File: config.mk
export PLATFORM = sky130hd
export DESIGN_NAME = dt_inference_top
export DESIGN_NICKNAME = d
export VERILOG_FILES = /design/src/design/dt_cfg_pkg.sv /design/src/design/dt_stream_pkg.sv /design/src/design/dt_inference_top.sv /design/src/design/dt_param_regs.sv /design/src/design/dt_result_packer.sv /design/src/design/dt_stream_reader.sv /design/src/design/dt_tree_memory.sv /design/src/design/dt_tree_walker.sv
export SDC_FILE = /design/constraint.sdc
export NUM_CORES = 2
export LEC_CHECK = 0
export BUFFER_PORTS_ARGS = -buffer_cell sky130_fd_sc_hd__buf_2
export CAP_MARGIN = 0
export CORE_AREA = 2 2 360 362
export DETAILED_ROUTE_END_ITERATION = 6
export DIE_AREA = 0 0 362 364
export PLACE_DENSITY = 0.76
export SYNTH_ARGS = -nofsm -noshare
export SYNTH_HDL_FRONTEND = slang
export SYNTH_SLANG_ARGS = --single-unit
File: constraint.sdc
create_clock -name aclk -period 9.7 [get_ports aclk]
set_input_delay 0.485 -clock aclk [delete_from_list [all_inputs] [get_ports aclk]]
set_output_delay 0.485 -clock aclk [all_outputs]
set_load 0.02 [all_outputs]
File: src/design/dt_cfg_pkg.sv
package dt_cfg_pkg;

  // Register opcodes on the configuration write port
  typedef enum logic [1:0] {
    OP_CTRL       = 2'd0,  // Bit 0 is the start level
    OP_NUM_TREES  = 2'd1,
    OP_DEPTH      = 2'd2,
    OP_NUM_TUPLES = 2'd3
  } cfg_op_e;

  // Run parameters as held by the register file
  typedef struct packed {
    logic [4:0]  spare;
    logic [2:0]  num_trees;   // 1 to 4
    logic [1:0]  depth;       // 1 to 3
    logic [15:0] num_tuples;
  } dt_params_t;

endpackage

File: src/design/dt_stream_pkg.sv
package dt_stream_pkg;

  // One tree beat, feature select in the low bits
  typedef struct packed {
    logic [36:0] pad;
    logic [15:0] leaf_value;  // Unsigned, only read at leaves
    logic [7:0]  threshold;
    logic [2:0]  feature;     // Tested feature at internal nodes
  } dt_node_t;

  // Eight unsigned features, feature 0 in the low byte
  typedef logic [7:0][7:0] dt_tuple_t;

  // One result beat
  typedef struct packed {
    logic [15:0] pad;
    logic [31:0] score;       // Sum of leaf values over all trees
    logic [15:0] tuple_index;
  } dt_result_t;

  // Input stream phases
  typedef enum logic [1:0] {
    IDLE           = 2'd0,
    READ_TREES     = 2'd1,
    WAIT_ALL_TREES = 2'd2,
    READ_DATA      = 2'd3
  } reader_state_e;

endpackage

File: src/design/dt_inference_top.sv
module dt_inference_top #(
  parameter  int MAX_TREES = 4,
  parameter  int MAX_DEPTH = 3
) (
  input  logic                      aclk,
  input  logic                      aresetn,
  // Configuration writes
  input  logic                      cfg_wr,
  input  dt_cfg_pkg::cfg_op_e       cfg_addr,
  input  logic [31:0]               cfg_wdata,
  // Tree and tuple stream
  input  logic [63:0]               in_tdata,
  input  logic                      in_tvalid,
  input  logic                      in_tlast,
  output logic                      in_tready,
  // Result stream
  output dt_stream_pkg::dt_result_t out_tdata,
  output logic                      out_tvalid,
  output logic                      out_tlast,
  input  logic                      out_tready
);

  localparam int AW = $clog2(MAX_TREES * (2 ** (MAX_DEPTH + 1)));

  dt_cfg_pkg::dt_params_t    params;
  logic                      start;
  logic                      wr_en;
  logic [AW-1:0]             wr_addr;
  dt_stream_pkg::dt_node_t   wr_node;
  logic [AW-1:0]             rd_addr;
  dt_stream_pkg::dt_node_t   rd_node;
  dt_stream_pkg::dt_tuple_t  tuple;
  logic                      tuple_valid;
  logic                      tuple_ready;
  dt_stream_pkg::dt_result_t res;
  logic                      res_valid;
  logic                      res_ready;

  ////////////////////////////////////////////////////////////////////////////
  // Configuration
  ////////////////////////////////////////////////////////////////////////////

  dt_param_regs u_param_regs (
    .aclk      (aclk),
    .aresetn   (aresetn),
    .cfg_wr    (cfg_wr),
    .cfg_addr  (cfg_addr),
    .cfg_wdata (cfg_wdata),
    .params    (params),
    .start     (start)
  );

  ////////////////////////////////////////////////////////////////////////////
  // Input stream and tree store
  ////////////////////////////////////////////////////////////////////////////

  dt_stream_reader #(
    .MAX_TREES (MAX_TREES),
    .MAX_DEPTH (MAX_DEPTH)
  ) u_stream_reader (
    .aclk        (aclk),
    .aresetn     (aresetn),
    .start       (start),
    .params      (params),
    .in_tdata    (in_tdata),
    .in_tvalid   (in_tvalid),
    .in_tlast    (in_tlast),
    .tuple_ready (tuple_ready),
    .in_tready   (in_tready),
    .wr_en       (wr_en),
    .wr_addr     (wr_addr),
    .wr_node     (wr_node),
    .tuple       (tuple),
    .tuple_valid (tuple_valid)
  );

  dt_tree_memory #(
    .MAX_TREES (MAX_TREES),
    .MAX_DEPTH (MAX_DEPTH)
  ) u_tree_memory (
    .aclk    (aclk),
    .wr_en   (wr_en),
    .wr_addr (wr_addr),
    .wr_node (wr_node),
    .rd_addr (rd_addr),
    .rd_node (rd_node)
  );

  ////////////////////////////////////////////////////////////////////////////
  // Inference and output
  ////////////////////////////////////////////////////////////////////////////

  dt_tree_walker #(
    .MAX_TREES (MAX_TREES),
    .MAX_DEPTH (MAX_DEPTH)
  ) u_tree_walker (
    .aclk        (aclk),
    .aresetn     (aresetn),
    .start       (start),
    .params      (params),
    .tuple       (tuple),
    .tuple_valid (tuple_valid),
    .res_ready   (res_ready),
    .rd_node     (rd_node),
    .tuple_ready (tuple_ready),
    .rd_addr     (rd_addr),
    .res         (res),
    .res_valid   (res_valid)
  );

  dt_result_packer u_result_packer (
    .aclk       (aclk),
    .aresetn    (aresetn),
    .params     (params),
    .res        (res),
    .res_valid  (res_valid),
    .out_tready (out_tready),
    .res_ready  (res_ready),
    .out_tdata  (out_tdata),
    .out_tvalid (out_tvalid),
    .out_tlast  (out_tlast)
  );

endmodule

File: src/design/dt_param_regs.sv
module dt_param_regs (
  input  logic                   aclk,
  input  logic                   aresetn,
  input  logic                   cfg_wr,
  input  dt_cfg_pkg::cfg_op_e    cfg_addr,
  input  logic [31:0]            cfg_wdata,
  output dt_cfg_pkg::dt_params_t params,
  output logic                   start
);

  ////////////////////////////////////////////////////////////////////////////
  // Write decode
  ////////////////////////////////////////////////////////////////////////////

  // Each write lands in its field one cycle after the strobe
  always_ff @(posedge aclk) begin
    if (!aresetn) begin
      params <= '0;
      start  <= 1'b0;
    end else if (cfg_wr) begin
      case (cfg_addr)
        dt_cfg_pkg::OP_CTRL:       start             <= cfg_wdata[0];
        dt_cfg_pkg::OP_NUM_TREES:  params.num_trees  <= cfg_wdata[2:0];
        dt_cfg_pkg::OP_DEPTH:      params.depth      <= cfg_wdata[1:0];
        dt_cfg_pkg::OP_NUM_TUPLES: params.num_tuples <= cfg_wdata[15:0];
        default: ;
      endcase
    end
  end

  // Host must never load an empty forest or a flat tree
  a_no_zero_shape: assert property (
    @(posedge aclk) disable iff (!aresetn)
    cfg_wr |->
      !(cfg_addr == dt_cfg_pkg::OP_NUM_TREES && cfg_wdata[2:0] == 3'd0) &&
      !(cfg_addr == dt_cfg_pkg::OP_DEPTH && cfg_wdata[1:0] == 2'd0)
  );

endmodule

File: src/design/dt_result_packer.sv
module dt_result_packer (
  input  logic                      aclk,
  input  logic                      aresetn,
  input  dt_cfg_pkg::dt_params_t    params,
  input  dt_stream_pkg::dt_result_t res,
  input  logic                      res_valid,
  input  logic                      out_tready,
  output logic                      res_ready,
  output dt_stream_pkg::dt_result_t out_tdata,
  output logic                      out_tvalid,
  output logic                      out_tlast
);

  logic [15:0] beat_cnt;

  // Straight handshake pass-through
  assign out_tdata  = res;
  assign out_tvalid = res_valid;
  assign res_ready  = out_tready;

  // Final beat of the run
  assign out_tlast = beat_cnt == params.num_tuples - 16'd1;

  always_ff @(posedge aclk) begin
    if (!aresetn) begin
      beat_cnt <= '0;
    end else if (out_tvalid && out_tready) begin
      // Back to zero for the next run
      beat_cnt <= out_tlast ? 16'd0 : beat_cnt + 16'd1;
    end
  end

  // Walker numbering and beat count agree at the end of a run
  a_last_index: assert property (
    @(posedge aclk) disable iff (!aresetn)
    out_tvalid && out_tlast |-> out_tdata.tuple_index == params.num_tuples - 16'd1
  );

endmodule

File: src/design/dt_stream_reader.sv
module dt_stream_reader #(
  parameter  int MAX_TREES = 4,
  parameter  int MAX_DEPTH = 3,
  localparam int STRIDE    = 2 ** (MAX_DEPTH + 1),
  localparam int AW        = $clog2(MAX_TREES * STRIDE)
) (
  input  logic                     aclk,
  input  logic                     aresetn,
  input  logic                     start,
  input  dt_cfg_pkg::dt_params_t   params,
  input  logic [63:0]              in_tdata,
  input  logic                     in_tvalid,
  input  logic                     in_tlast,
  input  logic                     tuple_ready,
  output logic                     in_tready,
  output logic                     wr_en,
  output logic [AW-1:0]            wr_addr,
  output dt_stream_pkg::dt_node_t  wr_node,
  output dt_stream_pkg::dt_tuple_t tuple,
  output logic                     tuple_valid
);

  localparam int TW = $clog2(MAX_TREES + 1);
  localparam int IW = MAX_DEPTH + 1;

  dt_stream_pkg::reader_state_e state;
  dt_stream_pkg::reader_state_e state_nxt;
  logic                         start_r;
  logic                         start_pulse;
  logic                         start_pulse_d1;
  logic [TW-1:0]                tree_cnt;
  logic [IW-1:0]                node_idx;
  logic [IW-1:0]                node_last;
  logic                         in_beat;

  ////////////////////////////////////////////////////////////////////////////
  // Start edge and phase machine
  ////////////////////////////////////////////////////////////////////////////

  assign start_pulse = start & ~start_r;
  assign in_beat     = in_tvalid & in_tready;

  always_ff @(posedge aclk) begin
    if (!aresetn) begin
      start_r        <= 1'b0;
      start_pulse_d1 <= 1'b0;
      state          <= dt_stream_pkg::IDLE;
    end else begin
      start_r        <= start;
      start_pulse_d1 <= start_pulse;
      state          <= state_nxt;
    end
  end

  always_comb begin
    state_nxt = state;
    case (state)
      dt_stream_pkg::IDLE:
        if (start_pulse_d1) state_nxt = dt_stream_pkg::READ_TREES;
      dt_stream_pkg::READ_TREES:
        if (in_beat && in_tlast) state_nxt = dt_stream_pkg::WAIT_ALL_TREES;
      // Single settle cycle between phases
      dt_stream_pkg::WAIT_ALL_TREES:
        state_nxt = dt_stream_pkg::READ_DATA;
      dt_stream_pkg::READ_DATA:
        if (in_beat && in_tlast) state_nxt = dt_stream_pkg::IDLE;
      default:
        state_nxt = dt_stream_pkg::IDLE;
    endcase
  end

  ////////////////////////////////////////////////////////////////////////////
  // Tree loading
  ////////////////////////////////////////////////////////////////////////////

  // Last heap index of one tree, 2^(depth+1)-1
  assign node_last = IW'((32'd2 << params.depth) - 32'd1);

  always_ff @(posedge aclk) begin
    if (!aresetn) begin
      tree_cnt <= '0;
      node_idx <= IW'(1);
    end else if (start_pulse_d1) begin
      tree_cnt <= '0;
      node_idx <= IW'(1);
    end else if (wr_en) begin
      if (node_idx == node_last) begin
        node_idx <= IW'(1);
        tree_cnt <= tree_cnt + 1'b1;
      end else begin
        node_idx <= node_idx + 1'b1;
      end
    end
  end

  // Always ready while loading trees
  assign wr_en   = (state == dt_stream_pkg::READ_TREES) && in_tvalid;
  assign wr_addr = AW'(tree_cnt) * AW'(STRIDE) + AW'(node_idx);
  assign wr_node = in_tdata;

  ////////////////////////////////////////////////////////////////////////////
  // Tuple forwarding and ready
  ////////////////////////////////////////////////////////////////////////////

  assign tuple       = in_tdata;
  assign tuple_valid = (state == dt_stream_pkg::READ_DATA) && in_tvalid;

  always_comb begin
    case (state)
      dt_stream_pkg::READ_TREES: in_tready = 1'b1;
      dt_stream_pkg::READ_DATA:  in_tready = tuple_ready;
      default:                   in_tready = 1'b0;
    endcase
  end

  // Writes only land in READ_TREES and inside the configured forest
  a_wr_in_trees: assert property (
    @(posedge aclk) disable iff (!aresetn)
    wr_en |-> state == dt_stream_pkg::READ_TREES &&
              int'(tree_cnt) < int'(params.num_trees)
  );

endmodule

File: src/design/dt_tree_memory.sv
module dt_tree_memory #(
  parameter  int MAX_TREES = 4,
  parameter  int MAX_DEPTH = 3,
  localparam int DEPTH     = MAX_TREES * (2 ** (MAX_DEPTH + 1)),
  localparam int AW        = $clog2(DEPTH)
) (
  input  logic                    aclk,
  input  logic                    wr_en,
  input  logic [AW-1:0]           wr_addr,
  input  dt_stream_pkg::dt_node_t wr_node,
  input  logic [AW-1:0]           rd_addr,
  output dt_stream_pkg::dt_node_t rd_node
);

  // All trees, one stride per tree, slot 0 unused
  dt_stream_pkg::dt_node_t mem [DEPTH];

  always_ff @(posedge aclk) begin
    if (wr_en) begin
      mem[wr_addr] <= wr_node;
    end
  end

  // Registered read, node appears one cycle after rd_addr
  always_ff @(posedge aclk) begin
    rd_node <= mem[rd_addr];
  end

endmodule

File: src/design/dt_tree_walker.sv
module dt_tree_walker #(
  parameter  int MAX_TREES = 4,
  parameter  int MAX_DEPTH = 3,
  localparam int STRIDE    = 2 ** (MAX_DEPTH + 1),
  localparam int AW        = $clog2(MAX_TREES * STRIDE)
) (
  input  logic                       aclk,
  input  logic                       aresetn,
  input  logic                       start,
  input  dt_cfg_pkg::dt_params_t     params,
  input  dt_stream_pkg::dt_tuple_t   tuple,
  input  logic                       tuple_valid,
  input  logic                       res_ready,
  input  dt_stream_pkg::dt_node_t    rd_node,
  output logic                       tuple_ready,
  output logic [AW-1:0]              rd_addr,
  output dt_stream_pkg::dt_result_t  res,
  output logic                       res_valid
);

  localparam int TW = $clog2(MAX_TREES + 1);
  localparam int IW = MAX_DEPTH + 1;
  localparam int LW = $clog2(MAX_DEPTH + 1);

  // ROOT issues the root fetch, WALK sees one node per cycle
  typedef enum logic [1:0] {
    W_IDLE,
    W_ROOT,
    W_WALK,
    W_DONE
  } walk_state_e;

  walk_state_e              state;
  logic                     start_r;
  logic                     start_pulse;
  logic [TW-1:0]            tree_cnt;
  logic [LW-1:0]            level;
  logic [IW-1:0]            node_idx;
  logic [IW-1:0]            next_idx;
  logic                     go_right;
  logic                     at_leaf;
  logic                     last_tree;
  logic [15:0]              tuple_idx;
  logic [31:0]              acc;
  dt_stream_pkg::dt_tuple_t tuple_r;

  ////////////////////////////////////////////////////////////////////////////
  // Node decision
  ////////////////////////////////////////////////////////////////////////////

  // Right child when the feature exceeds the threshold
  assign go_right  = tuple_r[rd_node.feature] > rd_node.threshold;
  assign next_idx  = {node_idx[IW-2:0], go_right};
  assign at_leaf   = int'(level) == int'(params.depth);
  assign last_tree = int'(tree_cnt) + 1 == int'(params.num_trees);

  // Root on a new tree, otherwise the chosen child
  assign rd_addr = AW'(tree_cnt) * AW'(STRIDE) +
                   AW'((state == W_WALK) ? next_idx : IW'(1));

  assign start_pulse = start & ~start_r;

  ////////////////////////////////////////////////////////////////////////////
  // Control
  ////////////////////////////////////////////////////////////////////////////

  always_ff @(posedge aclk) begin
    if (!aresetn) begin
      state     <= W_IDLE;
      start_r   <= 1'b0;
      tree_cnt  <= '0;
      level     <= '0;
      tuple_idx <= '0;
    end else begin
      start_r <= start;
      case (state)
        W_IDLE: begin
          if (tuple_valid) begin
            state    <= W_ROOT;
            tree_cnt <= '0;
          end
        end
        W_ROOT: begin
          state <= W_WALK;
          level <= '0;
        end
        W_WALK: begin
          if (!at_leaf) begin
            level <= level + 1'b1;
          end else if (last_tree) begin
            state <= W_DONE;
          end else begin
            state    <= W_ROOT;
            tree_cnt <= tree_cnt + 1'b1;
          end
        end
        // Hold result until the packer takes it
        W_DONE: begin
          if (res_ready) begin
            state     <= W_IDLE;
            tuple_idx <= tuple_idx + 16'd1;
          end
        end
        default: state <= W_IDLE;
      endcase
      // New run numbers tuples from zero
      if (start_pulse) begin
        tuple_idx <= '0;
      end
    end
  end

  ////////////////////////////////////////////////////////////////////////////
  // Tuple, heap index and accumulator
  ////////////////////////////////////////////////////////////////////////////

  always_ff @(posedge aclk) begin
    if (state == W_IDLE && tuple_valid) begin
      tuple_r <= tuple;
      acc     <= '0;
    end
    if (state == W_ROOT) begin
      node_idx <= IW'(1);
    end
    if (state == W_WALK) begin
      node_idx <= next_idx;
      if (at_leaf) begin
        acc <= acc + 32'(rd_node.leaf_value);
      end
    end
  end

  assign tuple_ready     = state == W_IDLE;
  assign res_valid       = state == W_DONE;
  assign res.pad         = '0;
  assign res.score       = acc;
  assign res.tuple_index = tuple_idx;

  // Stalled result must not move
  a_res_stable: assert property (
    @(posedge aclk) disable iff (!aresetn)
    res_valid && !res_ready |=> res_valid && $stable(res)
  );

endmodule

* Word-level counts from Yosys, hierarchy flattened
Memories as Yosys holds them, arrays and structs flattened. A register that Yosys moved wholly into a read port is not among the register bits.
Index checks and enable logic that the tools add are counted.
** Cells by class
- Add/sub/neg operators :: 12
- Magnitude comparators :: 2
- Eq/ne operators :: 21
- Shifts and indexed selects :: 1
- Muxes and demuxes :: 28
- Bitwise gates (word level) :: 4
- Reduce and logical (&&, ||, !) cells :: 22
** Operators with widths (number)
- 32-bit 2-to-1 mux :: 3
- 16-bit by 1-bit adder with 16-bit output (second input constant) :: 2
- 32-bit by 16-bit adder with 32-bit output :: 1
- 32-bit by 4-bit equality test with 1-bit output :: 1
- 8-bit binary-select mux with 3-bit select :: 1
- 16-bit equality test :: 1
- 16-bit 2-to-1 mux :: 1
- 2-bit 2-to-1 mux :: 8
- 2-bit one-hot mux with 4 select lines :: 2
- 16-bit by 1-bit subtractor with 16-bit output (second input constant) :: 1
- 3-bit 2-to-1 mux :: 5
- 2-bit AND reduction :: 7
- 2-bit equality test (second input constant) :: 6
- 2-bit by 1-bit inequality test with 1-bit output (second input constant) :: 5
- 8-bit greater-than comparator :: 1
- 4-bit 2-to-1 mux :: 2
- 8-bit 2-to-1 mux :: 1
- 3-bit by 1-bit adder with 3-bit output (second input constant) :: 2
- 6-bit by 4-bit adder with 6-bit output :: 1
- 6-bit adder :: 1
- 2-bit by 1-bit equality test with 1-bit output (second input constant) :: 3
- 2-bit zero test :: 3
- 2-bit inequality test (second input constant) :: 3
- 3-bit one-hot mux with 2 select lines :: 1
- other kinds (18) :: 28
** Word-level totals
- Register bits :: 171
- Bits in writable memories :: 4096
- Input port bits :: 104
- Output and inout bits :: 67
- Word-level logic and storage cells :: 115
- Memories :: 1
** Memory list
- u_tree_memory.mem :: words 64, bits a word 64, rd ports 1, clocked after Yosys merged registers in 1, write ports 1, RTL line dt_tree_memory.sv:16 : dt_stream_pkg::dt_node_t mem [DEPTH];

* Depth between registers and ports, before layout
- Depth in word-level cells :: 6
- Gate-level depth with buffers :: 18
- Gate-level depth less buffers :: 13

* Modules after synthesis
Synthesis repeated with hierarchy kept, for this count alone.
** Unflattened totals
- Cell total of the unflattened synthesis :: 7699
- Area, all modules :: 166953.9 um2
** Modules (own cells, without submodules)
- dt_tree_memory :: instances 1, cells an instance 6598, area each 156348.7 um2
- dt_tree_walker :: instances 1, cells an instance 577, area each 6337.3 um2
- dt_result_packer :: instances 1, cells an instance 228, area each 1789.2 um2
- dt_stream_reader :: instances 1, cells an instance 198, area each 1552.7 um2
- dt_param_regs :: instances 1, cells an instance 98, area each 925.9 um2

* Worst setup path before layout
No wires, ideal clock.
- Kind :: register to register
- Start :: register u_tree_memory.rd_node[0] (netlist name)
- End :: register u_tree_memory.rd_node[1] (netlist name)
- Library setup time :: 0.131 ns
- Data arrival time :: 4.246 ns
- Path slack :: 5.323 ns
- Cell stages (with the launch flop) :: 18
- Cell sequence :: dfxtp_1 -> clkbuf_1 -> buf_1 -> mux4_2 -> mux2_2 -> ha_1 -> nand4_1 -> nor2_2 -> nor2b_1 -> buf_2 -> nor2_4 -> buf_4 -> buf_4 -> buf_4 -> mux2i_1 -> o221ai_1 -> o221ai_1 -> o211ai_1
** On the way
- Cells in the longest elaborated chain, start to end :: 5
** RTL lines
- 8-bit binary-select mux with 3-bit select :: RTL line dt_tree_walker.sv:52 : assign go_right = tuple_r[rd_node.feature] > rd_node.threshold;
- 8-bit 2-to-1 mux (implied by the code) :: RTL line dt_tree_walker.sv:52
- 8-bit greater-than comparator :: RTL line dt_tree_walker.sv:52
- 4-bit 2-to-1 mux :: RTL line dt_tree_walker.sv:59 : AW'((state == W_WALK) ? next_idx : IW'(1));
- 6-bit adder :: RTL line dt_tree_walker.sv:58 : assign rd_addr = AW'(tree_cnt) * AW'(STRIDE) +
Every way passes these cells. The select of a mux whose other input is x is not followed.
A chain may end at the register's enable or synchronous reset.

* Worst setup path after layout
- Start :: register u_tree_memory.rd_node[1] (netlist name)
- End :: register u_tree_memory.rd_node[7] (netlist name)
** On the way
- Cells in the longest elaborated chain, start to end :: 5
** RTL lines (RTL line)
- 8-bit binary-select mux with 3-bit select :: dt_tree_walker.sv:52
- 8-bit 2-to-1 mux (implied by the code) :: dt_tree_walker.sv:52
- 8-bit greater-than comparator :: dt_tree_walker.sv:52
- 4-bit 2-to-1 mux :: dt_tree_walker.sv:59
- 6-bit adder :: dt_tree_walker.sv:58
Every way passes these cells. The select of a mux whose other input is x is not followed.

==> impl_metrics.py <==
metrics = {
    "timing": {
        "fmax_ghz": 0.146,
        "min_period_ns": 6.83,
        "fin_ws_ns": 2.87,
        "finalHoldViolCount": 0,
        "fin_tns_setup_ns": 0,
        "fin_skew_ns": 0.0330,
        "tightestPinTransition_ns": 1.29,
        "post-route-period-util": 0.704,
        "finalSetupViolCount": 0,
        "slew_violations": 0,
        "rsz0062_at_grt": "false",
        "relSlewSlack": 0.137,
    },
    "setup_path": {
        "required_ns": 10.44,
        "crit_type": "flip-flop to flip-flop",
        "rrSetupSlack_ns": 2.87,
        "arrival_ns": 7.57,
        "timing.rr.end": "u_tree_memory.rd_node[7]",
        "crit_slowest_cell": "dfxtp_1",
        "crit_top_cell": "buf_4",
        "cpLargestDelayFamily": "compound AO/OA/AOI/OAI gates",
        "worstPathCellList": "mux4_2 > mux2_2 > ha_1 > nand4_1 > nor2_2 > nor2b_4 > buf_4 > buf_4 > o21ai_4 > buf_4 > buf_4 > o221a_2 > a21oi_1 > o21ai_0 > o221ai_1 > o211ai_1",
        "path_max_fanout": 54,
        "worst_r2r_startpoint": "u_tree_memory.rd_node[1]",
        "ff2ff_path_depth": 16,
        "cp_num_buf_inv": 4,
        "slowest_delay_ns": 0.94,
        "cp-start-kind": "flip-flop",
        "end_kind": "flip-flop",
    },
    "placement": {
        "port_buffers": 138,
        "dp.final_hpwl_um": 114000,
        "dp_slack_ns": 3.22,
        "gp_congestion": 0.886,
        "place_area_um2": 78900,
    },
    "layout": {
        "layout_common_cells": "edfxtp_1, nand2_1, nand3_1, mux2i_1, o221ai_1",
        "finish.instance_area_um2": 85300,
        "drive_above_1_share": 0.135,
        "nets": 5449,
        "syn_to_final_growth_pct": 12.0,
        "layout_commonest_cell": "edfxtp_1",
    },
    "power_and_ir_drop": {
        "p_sw_frac": 0.257,
        "power.total_uw": 18600,
        "pwr-share-clk": 0.377,
        "p_comb_frac": 0.125,
        "p_seq_frac": 0.498,
        "p_leak_uw": 0.0281,
        "vdd_drop_max_mv": 0.174,
        "pwr_density_cell_nw_per_um2": 218,
        "p_int_uw": 13800,
        "p_switching_uw": 4780,
    },
    "worst_hold_path": {
        "hp-start": "cfg_addr[0]",
        "holdPathStages": 5,
        "holdPathEnd": "u_param_regs.start",
        "hold_path.class": "input port to flip-flop",
    },
    "synth": {
        "synth_warnings": 0,
        "ys.flop_type": "edfxtp_1",
        "syn-cell-area_um2": 76200,
        "synth_top_area_share": 0.707,
        "synth.distinct_cells": 80,
        "synth.top_cells.by_area": "edfxtp_1, nand2_1, mux2i_1, dfxtp_1, o221ai_1",
        "synth.avg_cell_area_um2": 14.9,
        "ys_seq_area_frac": 0.741,
        "ys_ff_latch": 1925,
        "async_flop_share": 0,
        "synthCells": 5119,
        "synth_largest_area_cell": "edfxtp_1",
        "synth-edff-count": 1795,
    },
    "global_route": {
        "grt_pass1_wl_um": 306000,
        "antenna_found_initial": 10,
        "grt_pass1_vias": 46000,
        "overflow": 0,
        "grt_usage": 0.320,
        "grt_max_degree": 153,
    },
    "status": {
        "status": "finished, final reports clean",
    },
    "floorplanning": {
        "start_util": 0.594,
        "ios": 171,
        "die_height_um": 364,
        "dieArea_um2": 132000,
        "num_rows": 132,
        "die_x_um": 362,
        "core_um2": 128000,
    },
    "clock_tree": {
        "htreeDepth": 4,
        "cts_tree": "done",
        "insertion_delay_ns": 0.82,
        "clock_path_buffers": 3,
        "cts_buffers": 187,
        "cts_resized": 0,
        "clockRootBuffer": "clkbuf_16",
        "clock-sinks": 1925,
        "path_clk_slew_ns": 0.07,
    },
    "detailed_routing": {
        "drtPass1Iterations": 6,
        "via_count": 48000,
        "wl_per_cell_um": 29.7,
        "drc": 0,
        "drtAntennaViolNets": 0,
        "drt-vias-per-instance": 6.71,
        "wirelength_um": 212000,
        "drt_first_iter_violations": 7988,
    },
    "job": {
        "max_cap_violations": 0,
    },
}
## worst min-delay path, cell delays in order
cell	delay (ns)
buf_2	0.12
nor3b_1	0.07
nor2_1	0.09
a21oi_1	0.05
nor2_1	0.07
## metal layers
metal  global-route usage  up-vias  share of wire
li1                     -    20300              -
met1                0.419    23700           0.36
met2                0.497     3350           0.46
met3               0.0719      609           0.12
met4                0.186       14          0.064
met5                    0        -        0.00043
## power groups by stage
stage          clock, uW  sequential, uW  combinational [uW]
3_3_place_gp           0            9420                2200
4_1_cts             7030            9250                2290
2_1_floorplan          0            9420                1490
5_1_grt             7350            9260                2470
3_5_place_dp           0            9430                2250
6_report            7000            9260                2310
## stage by stage
stage	hold WS (ns)	utilization	instances
floorplan	0.400	-	5134
global placement	0.407	0.615	6733
detailed placement	0.418	0.615	6733
CTS	0.0433	0.665	7138
global route	0.113	0.665	7140
finish	0.0997	0.665	7144
## sequential cells by signal (all words and copies together) (netlist names), 3 cells and up
name	cells
u_tree_walker.tuple_idx	16
u_tree_walker.tree_cnt	3
u_stream_reader.node_idx	4
u_tree_walker.acc	32
u_tree_memory.rd_node	27
u_tree_walker.node_idx	3
u_param_regs.params	21
u_tree_walker.tuple_r	64
u_tree_memory.mem	1728
u_result_packer.beat_cnt	16
## cells by family (layout without fill, tap and decap cells)
kind of cell    Yosys count  count (layout)  synth area share
compound gates          985             985            0.0928
buf+inv                 379             708            0.0222
mux                     321             321            0.0496
other cells               1              22         0.0000492
simple gates           1396            1396            0.0788
flops                  1925            1925             0.741
xor+xnor                 69              69           0.00793
fa+ha+maj                43              43           0.00716
## cell type report
| cell class | instances | area (um^2) |
|---|---|---|
| sequential | 1925 | 56500 |
| timing repair buffer | 324 | 2320 |
| clock buffer | 264 | 5110 |
| tap | 1675 | 2100 |
| antenna | 6 | 15.0 |
| clock inverter | 86 | 737 |
| inverter | 34 | 135 |
| fill | 8455 | 43000 |
| multi-input combinational | 2830 | 18400 |
## worst max path at each step
stage / start / endpoint / slack [ns] / cells after the start
4_1_cts: u_tree_memory.rd_node[1] / u_tree_memory.rd_node[10] / 3.17 / 15
2_1_floorplan: u_tree_memory.rd_node[0] / u_tree_memory.rd_node[1] / 5.32 / 17
3_5_place_dp: u_tree_memory.rd_node[1] / u_tree_memory.rd_node[10] / 3.22 / 15
3_3_place_gp: u_tree_memory.rd_node[1] / u_tree_memory.rd_node[10] / 3.34 / 15
5_1_grt: u_tree_memory.rd_node[1] / u_tree_memory.rd_node[10] / 2.76 / 15
6_report: u_tree_memory.rd_node[1] / u_tree_memory.rd_node[7] / 2.87 / 16
## synthesized netlist by cell type, types with 54 or more instances
master,count
o221ai_1,216
mux2i_1,266
nor2_1,178
edfxtp_1,1795
dfxtp_1,130
clkbuf_1,198
buf_2,69
a21oi_1,176
nand3_1,272
o21ai_0,199
nand2_1,782
a31oi_1,115
o221a_2,54
## what timing repair did
action,CTS,global route
hold buffers,55,0
endpoints found under the hold margin,61,0
setup buffers,0,0
(Power assumes the default switching activity.)
